[src/include/history_buf_cfg.svh]
/* sizes of the frame history buffer; MAX_BBOX must equal 2**OFFSET_WIDTH
   and HIST_DEPTH must be a power of two, since slot and offset are concatenated */
`ifndef HISTORY_BUF_CFG_SVH
`define HISTORY_BUF_CFG_SVH

// --------------------
// descriptor data
// --------------------
// one bounding box descriptor
`define DATA_WIDTH 32

// frame serial number, frames 0..255
`define FRAME_NUM_WIDTH 8

// --------------------
// history ring
// --------------------
// ring slots, one frame each
`define HIST_DEPTH 4
// holds a history count 0..HIST_DEPTH
`define HIST_DEPTH_WIDTH 3
// slot index, log2 of HIST_DEPTH
`define HIST_SLOT_WIDTH 2

// --------------------
// boxes per frame
// --------------------
`define MAX_BBOX 8
`define BBOX_CNT_WIDTH 4
// word offset inside one slot, pairs at even/odd
`define OFFSET_WIDTH 3

`endif

[src/source/bbox_data_pkg.sv]
/* types of the stored descriptors and of the addresses into the history ring */
`include "history_buf_cfg.svh"

package bbox_data_pkg;

	// one box descriptor as written by the PEs
	typedef logic [`DATA_WIDTH-1:0] bbox_t;

	// serial number of a video frame
	typedef logic [`FRAME_NUM_WIDTH-1:0] frame_num_t;

	// word offset inside a frame slot
	typedef logic [`OFFSET_WIDTH-1:0] offset_t;

	// ring slot index, low bits of the frame number
	typedef logic [`HIST_SLOT_WIDTH-1:0] slot_t;

	// history count, 0 means no history frame
	typedef logic [`HIST_DEPTH_WIDTH-1:0] hist_cnt_t;

	// number of boxes in a frame, also used for pair counts
	typedef logic [`BBOX_CNT_WIDTH-1:0] bbox_cnt_t;

endpackage

[src/source/history_ctrl_pkg.sv]
/* control encodings of the history buffer FSM and of the memory access mode */
package history_ctrl_pkg;

	// --------------------
	// FSM states
	// --------------------
	typedef enum logic [2:0] {
		// waiting for a start pulse
		st_idle            = 3'd0,
		// one descriptor pair per clock
		st_write           = 3'd1,
		// frame start held off by ready_from_core
		st_read_wait_ready = 3'd2,
		// offset registered, memory read in flight
		st_read_line       = 3'd3,
		// line on data_out until read_new_line
		st_read_hold       = 3'd4,
		// step to the next older frame
		st_read_next_frame = 3'd5
	} buf_state_e;

	// --------------------
	// access mode
	// --------------------
	typedef enum logic {
		acc_read  = 1'b0,
		acc_write = 1'b1
	} access_e;

endpackage

[src/source/history_frame_mem.sv]
/* ring of HIST_DEPTH frame slots, two words written or read per clock;
   read data appears one clock after the offsets, no read while we is high */
`timescale 1ns/1ns
`include "history_buf_cfg.svh"

module history_frame_mem (
	input logic clk,
	input logic rst,
	// frame select, slot is frame_num modulo HIST_DEPTH
	input bbox_data_pkg::frame_num_t frame_num,
	input logic we,
	// even and odd word of one pair
	input bbox_data_pkg::offset_t offset_0,
	input bbox_data_pkg::offset_t offset_1,
	input bbox_data_pkg::bbox_t data_in_0,
	input bbox_data_pkg::bbox_t data_in_1,
	output bbox_data_pkg::bbox_t data_out_0,
	output bbox_data_pkg::bbox_t data_out_1
);

	localparam int MEM_WORDS = `HIST_DEPTH * `MAX_BBOX;
	localparam int ADDR_WIDTH = `HIST_SLOT_WIDTH + `OFFSET_WIDTH;

	// --------------------
	// storage
	// --------------------
	// flat array, slot in the upper address bits
	bbox_data_pkg::bbox_t mem [0:MEM_WORDS-1];

	bbox_data_pkg::slot_t slot;
	logic [ADDR_WIDTH-1:0] addr_0;
	logic [ADDR_WIDTH-1:0] addr_1;

	// low bits of the frame number pick the ring slot
	assign slot = frame_num[`HIST_SLOT_WIDTH-1:0];

	assign addr_0 = {slot, offset_0};
	assign addr_1 = {slot, offset_1};

	// --------------------
	// write port
	// --------------------
	// both words of a pair in one clock
	always_ff @(posedge clk) begin
		if (we) begin
			mem[addr_0] <= data_in_0;
			mem[addr_1] <= data_in_1;
		end
	end

	// --------------------
	// read port
	// --------------------
	// registered output, holds a line as long as offsets stay put
	always_ff @(posedge clk) begin
		if (rst) begin
			data_out_0 <= '0;
			data_out_1 <= '0;
		end else if (!we) begin
			data_out_0 <= mem[addr_0];
			data_out_1 <= mem[addr_1];
		end
	end

	// --------------------
	// checks
	// --------------------
	// offsets come from the FSM pair counter as one even/odd pair
	a_offset_pair : assert property (
		@(posedge clk) disable iff (rst)
		offset_1 == offset_0 + 1'b1
	) else $error("offset_1 is not offset_0 plus one");

endmodule

[src/source/history_read_fsm.sv]
/* write sequencer and backward frame walk; frame_num and counts must stay stable
   from start to done, num_of_bbox_in_frame above MAX_BBOX is not supported */
`timescale 1ns/1ns
`include "history_buf_cfg.svh"

module history_read_fsm (
	input logic clk,
	input logic rst,
	// core handshake
	input logic start_write,
	input logic start_read,
	input logic rnw_st,
	input logic ready_from_core,
	// consumer takes the current line
	input logic read_new_line,
	input bbox_data_pkg::frame_num_t frame_num,
	input bbox_data_pkg::hist_cnt_t num_of_history_frames,
	input bbox_data_pkg::bbox_cnt_t num_of_bbox_in_frame,
	// memory side
	output logic we,
	output bbox_data_pkg::frame_num_t frame_to_read,
	output bbox_data_pkg::offset_t offset_0,
	output bbox_data_pkg::offset_t offset_1,
	// core and consumer side
	output logic done_write,
	output logic done_read,
	output logic line_valid,
	output logic busy,
	output bbox_data_pkg::hist_cnt_t counter_of_history_frame_to_interface
);

	history_ctrl_pkg::buf_state_e state;
	history_ctrl_pkg::access_e req_access;

	// pair index inside the frame
	bbox_data_pkg::bbox_cnt_t pair_cnt;
	bbox_data_pkg::bbox_cnt_t pair_total;
	logic [`BBOX_CNT_WIDTH:0] bbox_round;
	logic pair_last;

	// h of the frame being read, and the clamped walk length
	bbox_data_pkg::hist_cnt_t hist_cnt;
	bbox_data_pkg::hist_cnt_t walk_len;
	bbox_data_pkg::hist_cnt_t walk_len_next;
	bbox_data_pkg::hist_cnt_t depth_clamp;

	// --------------------
	// derived counts
	// --------------------
	assign req_access = rnw_st ? history_ctrl_pkg::acc_write : history_ctrl_pkg::acc_read;

	// ceil(boxes/2) pairs per frame
	assign bbox_round = {1'b0, num_of_bbox_in_frame} + 1'b1;
	assign pair_total = bbox_round[`BBOX_CNT_WIDTH:1];
	assign pair_last = (pair_cnt == pair_total - 1'b1);

	// never deeper than the ring
	assign depth_clamp = (num_of_history_frames > `HIST_DEPTH_WIDTH'(`HIST_DEPTH)) ?
		`HIST_DEPTH_WIDTH'(`HIST_DEPTH) : num_of_history_frames;

	// no frames before frame 0
	assign walk_len_next = (frame_num < `FRAME_NUM_WIDTH'(depth_clamp)) ?
		frame_num[`HIST_DEPTH_WIDTH-1:0] : depth_clamp;

	// --------------------
	// outputs
	// --------------------
	assign frame_to_read = frame_num - `FRAME_NUM_WIDTH'(hist_cnt);

	// pair k sits at words 2k and 2k+1
	assign offset_0 = {pair_cnt[`OFFSET_WIDTH-2:0], 1'b0};
	assign offset_1 = {pair_cnt[`OFFSET_WIDTH-2:0], 1'b1};

	assign we = (state == history_ctrl_pkg::st_write);
	// data registered one clock after read_line
	assign line_valid = (state == history_ctrl_pkg::st_read_hold);
	assign busy = (state != history_ctrl_pkg::st_idle);
	assign counter_of_history_frame_to_interface = hist_cnt;

	// --------------------
	// state machine
	// --------------------
	always_ff @(posedge clk) begin
		if (rst) begin
			state <= history_ctrl_pkg::st_idle;
			pair_cnt <= '0;
			hist_cnt <= '0;
			walk_len <= '0;
			done_write <= 1'b0;
			done_read <= 1'b0;
		end else begin
			// done outputs are single clock pulses
			done_write <= 1'b0;
			done_read <= 1'b0;
			case (state)
				history_ctrl_pkg::st_idle: begin
					hist_cnt <= '0;
					if (start_write && req_access == history_ctrl_pkg::acc_write) begin
						pair_cnt <= '0;
						// empty frame, nothing to store
						if (pair_total == '0)
							done_write <= 1'b1;
						else
							state <= history_ctrl_pkg::st_write;
					end else if (start_read && req_access == history_ctrl_pkg::acc_read) begin
						walk_len <= walk_len_next;
						// empty walk ends right away
						if (walk_len_next == '0 || pair_total == '0) begin
							done_read <= 1'b1;
						end else begin
							hist_cnt <= `HIST_DEPTH_WIDTH'(1);
							state <= history_ctrl_pkg::st_read_wait_ready;
						end
					end
				end
				history_ctrl_pkg::st_write: begin
					if (pair_last) begin
						done_write <= 1'b1;
						state <= history_ctrl_pkg::st_idle;
					end else begin
						pair_cnt <= pair_cnt + 1'b1;
					end
				end
				history_ctrl_pkg::st_read_wait_ready: begin
					// core gates each frame start
					if (ready_from_core) begin
						pair_cnt <= '0;
						state <= history_ctrl_pkg::st_read_line;
					end
				end
				history_ctrl_pkg::st_read_line: begin
					state <= history_ctrl_pkg::st_read_hold;
				end
				history_ctrl_pkg::st_read_hold: begin
					// line held until consumed
					if (read_new_line) begin
						if (!pair_last) begin
							pair_cnt <= pair_cnt + 1'b1;
							state <= history_ctrl_pkg::st_read_line;
						end else if (hist_cnt == walk_len) begin
							done_read <= 1'b1;
							hist_cnt <= '0;
							state <= history_ctrl_pkg::st_idle;
						end else begin
							state <= history_ctrl_pkg::st_read_next_frame;
						end
					end
				end
				history_ctrl_pkg::st_read_next_frame: begin
					// one frame older
					hist_cnt <= hist_cnt + 1'b1;
					state <= history_ctrl_pkg::st_read_wait_ready;
				end
				default: begin
					state <= history_ctrl_pkg::st_idle;
				end
			endcase
		end
	end

	// --------------------
	// checks
	// --------------------
	// consumer may only take a line that is on the bus
	a_line_taken_valid : assert property (
		@(posedge clk) disable iff (rst)
		read_new_line |-> line_valid
	) else $error("read_new_line without line_valid");

	a_done_exclusive : assert property (
		@(posedge clk) disable iff (rst)
		!(done_read && done_write)
	) else $error("done_read and done_write in the same clock");

endmodule

[src/source/history_buffer.sv]
/* history buffer top; holds frame_num and counts stable from start to done,
   start pulses while busy are dropped */
`timescale 1ns/1ns

module history_buffer (
	input logic clk,
	input logic rst,
	// core control
	input logic start_write,
	input logic start_read,
	input logic rnw_st,
	input logic ready_from_core,
	input logic read_new_line,
	// frame context
	input bbox_data_pkg::frame_num_t frame_num,
	input bbox_data_pkg::hist_cnt_t num_of_history_frames,
	input bbox_data_pkg::bbox_cnt_t num_of_bbox_in_frame,
	// pair from the PEs
	input bbox_data_pkg::bbox_t data_in_0,
	input bbox_data_pkg::bbox_t data_in_1,
	output logic done_write,
	output logic done_read,
	output logic line_valid,
	output logic busy,
	// line to the similarity metric
	output bbox_data_pkg::bbox_t data_out_0,
	output bbox_data_pkg::bbox_t data_out_1,
	output bbox_data_pkg::hist_cnt_t counter_of_history_frame_to_interface
);

	logic we;
	history_ctrl_pkg::access_e mem_access;
	bbox_data_pkg::frame_num_t frame_to_read;
	bbox_data_pkg::frame_num_t mem_frame_num;
	bbox_data_pkg::offset_t offset_0;
	bbox_data_pkg::offset_t offset_1;

	// --------------------
	// frame select
	// --------------------
	// write goes to the current frame, read to frame_num - h
	assign mem_access = we ? history_ctrl_pkg::acc_write : history_ctrl_pkg::acc_read;
	assign mem_frame_num = (mem_access == history_ctrl_pkg::acc_write) ? frame_num : frame_to_read;

	// --------------------
	// blocks
	// --------------------
	history_frame_mem mem_i (
		.clk        (clk),
		.rst        (rst),
		.frame_num  (mem_frame_num),
		.we         (we),
		.offset_0   (offset_0),
		.offset_1   (offset_1),
		.data_in_0  (data_in_0),
		.data_in_1  (data_in_1),
		.data_out_0 (data_out_0),
		.data_out_1 (data_out_1)
	);

	history_read_fsm fsm_i (
		.clk                                   (clk),
		.rst                                   (rst),
		.start_write                           (start_write),
		.start_read                            (start_read),
		.rnw_st                                (rnw_st),
		.ready_from_core                       (ready_from_core),
		.read_new_line                         (read_new_line),
		.frame_num                             (frame_num),
		.num_of_history_frames                 (num_of_history_frames),
		.num_of_bbox_in_frame                  (num_of_bbox_in_frame),
		.we                                    (we),
		.frame_to_read                         (frame_to_read),
		.offset_0                              (offset_0),
		.offset_1                              (offset_1),
		.done_write                            (done_write),
		.done_read                             (done_read),
		.line_valid                            (line_valid),
		.busy                                  (busy),
		.counter_of_history_frame_to_interface (counter_of_history_frame_to_interface)
	);

endmodule

[config.mk]
export PLATFORM = sky130hd
export DESIGN_NAME = history_buffer
export DESIGN_NICKNAME = d
export VERILOG_FILES = /design/src/source/bbox_data_pkg.sv /design/src/source/history_ctrl_pkg.sv /design/src/source/history_frame_mem.sv /design/src/source/history_read_fsm.sv /design/src/source/history_buffer.sv
export VERILOG_INCLUDE_DIRS = /design/src /design/src/include
export SDC_FILE = /design/constraint.sdc
export NUM_CORES = 1
export LEC_CHECK = 0
export ABC_CLOCK_PERIOD_IN_PS = 6100
export BUFFER_PORTS_ARGS = -buffer_cell sky130_fd_sc_hd__buf_2
export CAP_MARGIN = 20
export CELL_PAD_IN_SITES_DETAIL_PLACEMENT = 2
export CELL_PAD_IN_SITES_GLOBAL_PLACEMENT = 2
export CORE_ASPECT_RATIO = 1.25
export CORE_MARGIN = 4
export CORE_UTILIZATION = 35
export DETAILED_ROUTE_END_ITERATION = 6
export GPL_ROUTABILITY_DRIVEN = 0
export GPL_TIMING_DRIVEN = 0
export PLACE_DENSITY_LB_ADDON = 0.1
export REMOVE_ABC_BUFFERS = 1
export SLEW_MARGIN = 20
export SYNTH_ARGS = -nofsm -noshare
export SYNTH_HDL_FRONTEND = slang
export SYNTH_SLANG_ARGS = --single-unit
[constraint.sdc]
create_clock -name clk -period 6.1 [get_ports clk]
set_input_delay 0.915 -clock clk [delete_from_list [all_inputs] [get_ports clk]]
set_output_delay 0.915 -clock clk [all_outputs]
set_load 0.02 [all_outputs]
# After elaboration in Yosys (flattened, before gate mapping)
# Memory sizes are Yosys's and may differ from the RTL's. A register that Yosys moved wholly into a read port is not among the register bits.
# Cells that the tools add are included.
dict set report word_totals {
  register_bits 15
  latch_bits 0
  mem_bits_rw 1024
  rom_bits 0
  inputBits 86
  output_inout_bits 71
  elab_cells 86
  n_memories 1
}
dict set report op_classes {
  n_addsub 5
  multipliers 0
  div_mod_pow 0
  n_lt_le_gt_ge 2
  n_eq_ne 16
  shift 0
  mux 39
  bitwise_logic 2
  reduce_logical 15
}
# name words word_bits read_ports rd_clocked_by_memory_dff write_ports line_no
set mem_list {}
lappend mem_list {mem_i.mem 32 32 2 2 2 history_frame_mem.sv:28} ;# bbox_data_pkg::bbox_t mem [0:MEM_WORDS-1];
# cell n
set ops {}
lappend ops {{$mux 3} 16}
lappend ops {{$pmux 3 s6} 1}
lappend ops {{$mux 4} 4}
lappend ops {{$pmux 4 s4} 1}
lappend ops {{$mux 1} 13}
lappend ops {{$pmux 3 s3} 1}
lappend ops {{$lt 8x3->1} 1}
lappend ops {{$reduce_and 4->1} 2}
lappend ops {{$eq 3x2->1 const B} 2}
lappend ops {{$eq 3x3->1 const B} 2}
lappend ops {{$logic_not 3->1} 2}
lappend ops {{$ne 2x1->1 const B} 3}
lappend ops {{$ne 2x2->1 const B} 3}
lappend ops {{$reduce_and 6->1} 1}
lappend ops {{$reduce_bool 3->1} 2}
lappend ops {{$add 4x1->5 const B} 1}
lappend ops {{$add 4x1->4 const B} 1}
lappend ops {{$eq 4x4->1} 1}
lappend ops {{$logic_not 4->1} 1}
lappend ops {{$pmux 1 s2} 2}
lappend ops {{$reduce_bool 4->1} 1}
lappend ops {{$sub 4x1->4 const B} 1}
lappend ops {{$add 3x1->3 const B} 1}
lappend ops {{$eq 3x1->1 const B} 1}
lappend ops {{other kinds (12)} 15}

# Longest topological paths before layout
dict set report depth {
  word_depth 10
  mapped_depth 10
  depth_no_buf 9
}

# Modules after synthesis
# Synthesis repeated with hierarchy kept, for this count alone.
dict set report unflattened {
  cells_unflattened 4109
  area_unflattened_um2 63711.1
}
# mod instances cells_each area_per_inst_um2 seq_area_each_um2
set by_module_without_submodules {}
lappend by_module_without_submodules {history_frame_mem 1 3918 62170.9 32030.7}
lappend by_module_without_submodules {history_read_fsm 1 182 1408.9 300.3}
lappend by_module_without_submodules {history_buffer 1 9 131.4 0.0}

# Least setup slack after synthesis
# OpenSTA, ideal clock, no wires.
dict set report synth_path {
  kind {reg-to-reg}
  from {reg fsm_i.pair_cnt[0]}
  to {mem mem_i.mem[0][0] (netlist bit) (enable)}
  setup_ns 0.565
  arrival_ns 5.739
  required_time_ns 5.535
  slack_ns -0.204
  path_stages_with_launch 8
  n_path_buf 3
  synth_period_minus_slack_ns 6.304
  path_cell_list {dfxtp_1 buf_2 buf_2 buf_1 inv_1 ha_1 nand2_1 nor3_1}
}
# item line_no
set synth_rtl {}
lappend synth_rtl {{start, declared} history_read_fsm.sv:36} ;# bbox_data_pkg::bbox_cnt_t pair_cnt;
lappend synth_rtl {{start signal, assigned} history_read_fsm.sv:121} ;# pair_cnt <= pair_cnt + 1'b1;
lappend synth_rtl {{start signal, assigned} history_read_fsm.sv:138} ;# pair_cnt <= pair_cnt + 1'b1;
lappend synth_rtl {{end, declared} history_frame_mem.sv:28}

# Worst setup path after layout
dict set report layout_path {
  from {reg fsm_i.state[0]}
  to {reg mem_i.data_out_1[23], read port of mem_i.mem}
}
dict set report layout_between {
  elab_chain_len 3
  elab_cells_between_ends 4
  cone_classes {eq/ne: 1; mux: 2; reduce/logical: 1}
}
# item line_no
set layout_lines {}
lappend layout_lines {{start, declared} history_read_fsm.sv:32} ;# history_ctrl_pkg::buf_state_e state;
lappend layout_lines {{start signal, assigned} history_read_fsm.sv:85} ;# state <= history_ctrl_pkg::st_idle;
lappend layout_lines {{start signal, assigned} history_read_fsm.sv:104} ;# state <= history_ctrl_pkg::st_write;
lappend layout_lines {{start signal, assigned} history_read_fsm.sv:112} ;# state <= history_ctrl_pkg::st_read_wait_ready;
lappend layout_lines {{$eq 3x1->1 *} history_read_fsm.sv:74} ;# assign we = (state == history_ctrl_pkg::st_write);
lappend layout_lines {{$mux 1} history_buffer.sv:42} ;# assign mem_access = we ? history_ctrl_pkg::acc_write : history_ctrl_pkg::acc_read;
lappend layout_lines {{$mux 2} history_buffer.sv:43} ;# assign mem_frame_num = (mem_access == history_ctrl_pkg::acc_write) ? frame_num : frame_to_read;
lappend layout_lines {{end, declared} history_frame_mem.sv:18} ;# output bbox_data_pkg::bbox_t data_out_1
# Mark *: on every way between the ends. The rest lies on a longest branch, timed or not.
# A chain may end at the register's enable or synchronous reset.

==> impl_metrics.json <==
{
  "status": "completed",
  "power.total_mw": 19.9,
  "ys_async_sr_fraction_pct": 0,
  "p_int_mw": 14.6,
  "layoutNonFillerInstCount": 3893,
  "cts_sinks": 1103,
  "utilization_pct": 43.2,
  "grt_pass1_wl_mm": 168,
  "synth_ff_type": "edfxtp_1",
  "syn_area_per_cell_um2": 22.1,
  "crit_type": "reg2reg",
  "rr_worst_depth": 10,
  "drv_cap": 0,
  "netlist.area_leader.share_pct": 73.3,
  "grt_start_max_net_pins": 56,
  "worst_r2r_endpoint": "mem_i.data_out_1[23]",
  "via_count": 20500,
  "worstSetupPathDepth": 10,
  "dpl_worst_slack_ns": 1.98,
  "power_frac_comb_pct": 20.2,
  "overflow": 0,
  "cts_max_path_buffers": 3,
  "final_cell_mix": "edfxtp_1, mux4_2, buf_2",
  "die_area_um2": 126000,
  "crit_family": "simple AND/OR/NAND/NOR gates",
  "die_y_um": 395,
  "yosys.area.top_type": "edfxtp_1",
  "dpl.hpwl_mm": 75.2,
  "r2r_slack_ns": 2.12,
  "place_area_um2": 47400,
  "min_path_type": "reg2reg",
  "synthToLayoutAreaGrowth_pct": 22.0,
  "post-cts-setup-buffer-count": 0,
  "vdd_drop_max_mv": 0.227,
  "syn_area_um2": 42000,
  "cts_root_buf": "clkbuf_16",
  "cts_tree": "yes",
  "synth-edff-count": 1024,
  "ctsHoldBuffers": 0,
  "nets": 2319,
  "arrival_ns": 4.55,
  "p_switching_mw": 5.30,
  "regToRegStartpoint": "fsm_i.state[0]",
  "path_max_fanout": 13,
  "path_clk_slew_ns": 0.06,
  "die_x_um": 318,
  "antenna_found_initial": 21,
  "grt_pass1_vias": 23100,
  "finalCritPeriodShare_pct": 65.3,
  "rsz0062_at_grt": "false",
  "yosys_warnings": 0,
  "placementRows": 141,
  "dr.pass1.iters": 5,
  "vias_per_cell": 5.27,
  "fin_skew_ns": 0.0232,
  "crit_end": "mem_i.data_out_1[23]",
  "final_common_cell": "edfxtp_1",
  "timing.critical_path.buf_inv": 4,
  "relSlewSlack_pct": 46.2,
  "cts_buffers": 111,
  "cts_resized": 0,
  "path_cells": "nor3b_4, nor2_1, xnor2_4, buf_16, buf_16, buf_16, buf_16, mux4_2, nand2_1, a21oi_1",
  "critPathLaunchType": "register",
  "routed_wirelength_mm": 114,
  "ys_seq_elements": 1103,
  "drv_slew": 0,
  "crit_start": "fsm_i.state[0]",
  "final_antenna_net_count": 0,
  "max_stage_delay_ns": 0.77,
  "min_period_ns": 3.98,
  "gr-usage-all-layers_pct": 18.2,
  "setup_tns_ns": 0,
  "sw_frac_of_total_pct": 26.6,
  "timing.final.ws_setup_ns": 2.12,
  "critPathSlowestCell": "nor3b_4",
  "worstPathRequired_ns": 6.66,
  "htreeDepth": 3,
  "worst_pin_slew_ns": 0.803,
  "power_leakage_nw": 16.3,
  "pin_count": 157,
  "clock_latency_ns": 0.69,
  "initial_core_util_pct": 35.4,
  "power.density_nw_per_um2": 390,
  "power.share.clock_pct": 35.3,
  "routedWlPerCell_um": 29.3,
  "setup_viol": 0,
  "holdWs_ns": 0.454,
  "crit_top_cell": "buf_16",
  "fin_area_um2": 51200,
  "synthDistinctLibCells": 59,
  "io_buffer_count": 156,
  "synth_cells": 1898,
  "p_seq_share_pct": 44.5,
  "endpoint_kind": "register",
  "ys_seq_area_share_pct": 77.1,
  "fp.coreArea_um2": 119000,
  "drt-initial-drc-count": 1767,
  "drive_gt1_share_pct": 35.6,
  "ys_top_cells_by_area": "edfxtp_1, mux4_2, dfxtp_1",
  "max_freq_mhz": 251,
  "hold_viol_final": 0,
  "dpl.cell_count": 3683,
  "drc": 0
}
[worst min path at each step]
stage                         start  cells past startpoint  slack (ns)              endpoint
6_report       mem_i.data_out_1[22]                      2        0.45  mem_i.data_out_1[22]
5_1_grt        mem_i.data_out_1[17]                      2        0.47  mem_i.data_out_1[17]
4_1_cts         mem_i.data_out_1[8]                      2        0.46   mem_i.data_out_1[8]
3_5_place_dp    mem_i.data_out_1[6]                      2        0.45   mem_i.data_out_1[6]
3_3_place_gp    mem_i.data_out_0[5]                      2        0.44   mem_i.data_out_0[5]
2_1_floorplan     fsm_i.walk_len[1]                      2        0.45     fsm_i.walk_len[1]
[cells by family after synthesis]
kind of cell / count (synthesis) / synth area share (%)
and+or+nand+nor: 222 / 2.30
muxes: 324 / 17.3
adders and majority gates: 10 / 0.298
DFF: 1103 / 77.1
AOI/OAI and AO/OA: 113 / 1.58
buffers and inverters: 112 / 1.12
xor gates and xnor gates: 14 / 0.361
[synthesized netlist by cell type (2+ instances only)]
library cell,n
xor2_1,5
nand3b_1,3
buf_2,8
xnor2_2,2
buf_4,8
nor4_1,5
a211oi_1,4
nor2_1,27
a311oi_1,2
o2111ai_1,2
ha_1,10
nor2b_1,2
inv_1,11
clkbuf_1,65
buf_1,19
edfxtp_1,1024
a21oi_1,74
mux2i_1,3
o211ai_1,3
nor3b_1,3
xnor2_1,6
nor3_1,9
mux4_2,320
a31oi_1,3
nand3_1,6
o31ai_1,3
nand2b_1,4
o21ai_0,9
nand2_1,147
and4_1,2
nand4_1,3
dfxtp_1,79
[final cells by class]
class,instances,area (µm²)
inverters,11,41.3
multi-input cells,683,9300
diodes,5,12.5
fillers,10800,67400
repair buffers,313,3770
well taps,1573,1970
clock buffers,158,3200
clock inverters,47,547
flip-flops and latches,1103,32300
[per-layer routing]
layer,wire (µm),track usage (%),share of wire (%),vias up
met4,2130,4.56,1.9,12
met3,5280,3.11,4.6,149
li1,-,-,-,8599
met2,56700,30.5,50,465
met1,49800,25.0,44,11300
met5,80,0,0.070,-
[worst min-delay path: stages (launching register included)]
cell and delay (ns):
dfxtp_1 0.31, nand2_1 0.05, a21oi_1 0.05
[flip-flops by register name, summed over array words and instances, names as in the netlist]
name                                         cells
fsm_i.pair_cnt                                   4
fsm_i.walk_len                                   3
mem_i.mem                                     1024
fsm_i.done_read                                  1
mem_i.data_out_0                                32
fsm_i.counter_of_history_frame_to_interface      3
fsm_i.done_write                                 1
mem_i.data_out_1                                32
fsm_i.state                                      3
[power by group through the flow]
stage               Sequential [mW]  Clock, mW  Combinational (mW)
CTS                            8.89       7.24                4.15
floorplan                      9.48          0                2.55
finish                         8.88       7.03                4.03
global placement               9.28          0                3.92
global route                   8.92       7.55                4.34
detailed placement             9.05          0                4.13
No activity file was read; power rests on OpenSTA's default activity.
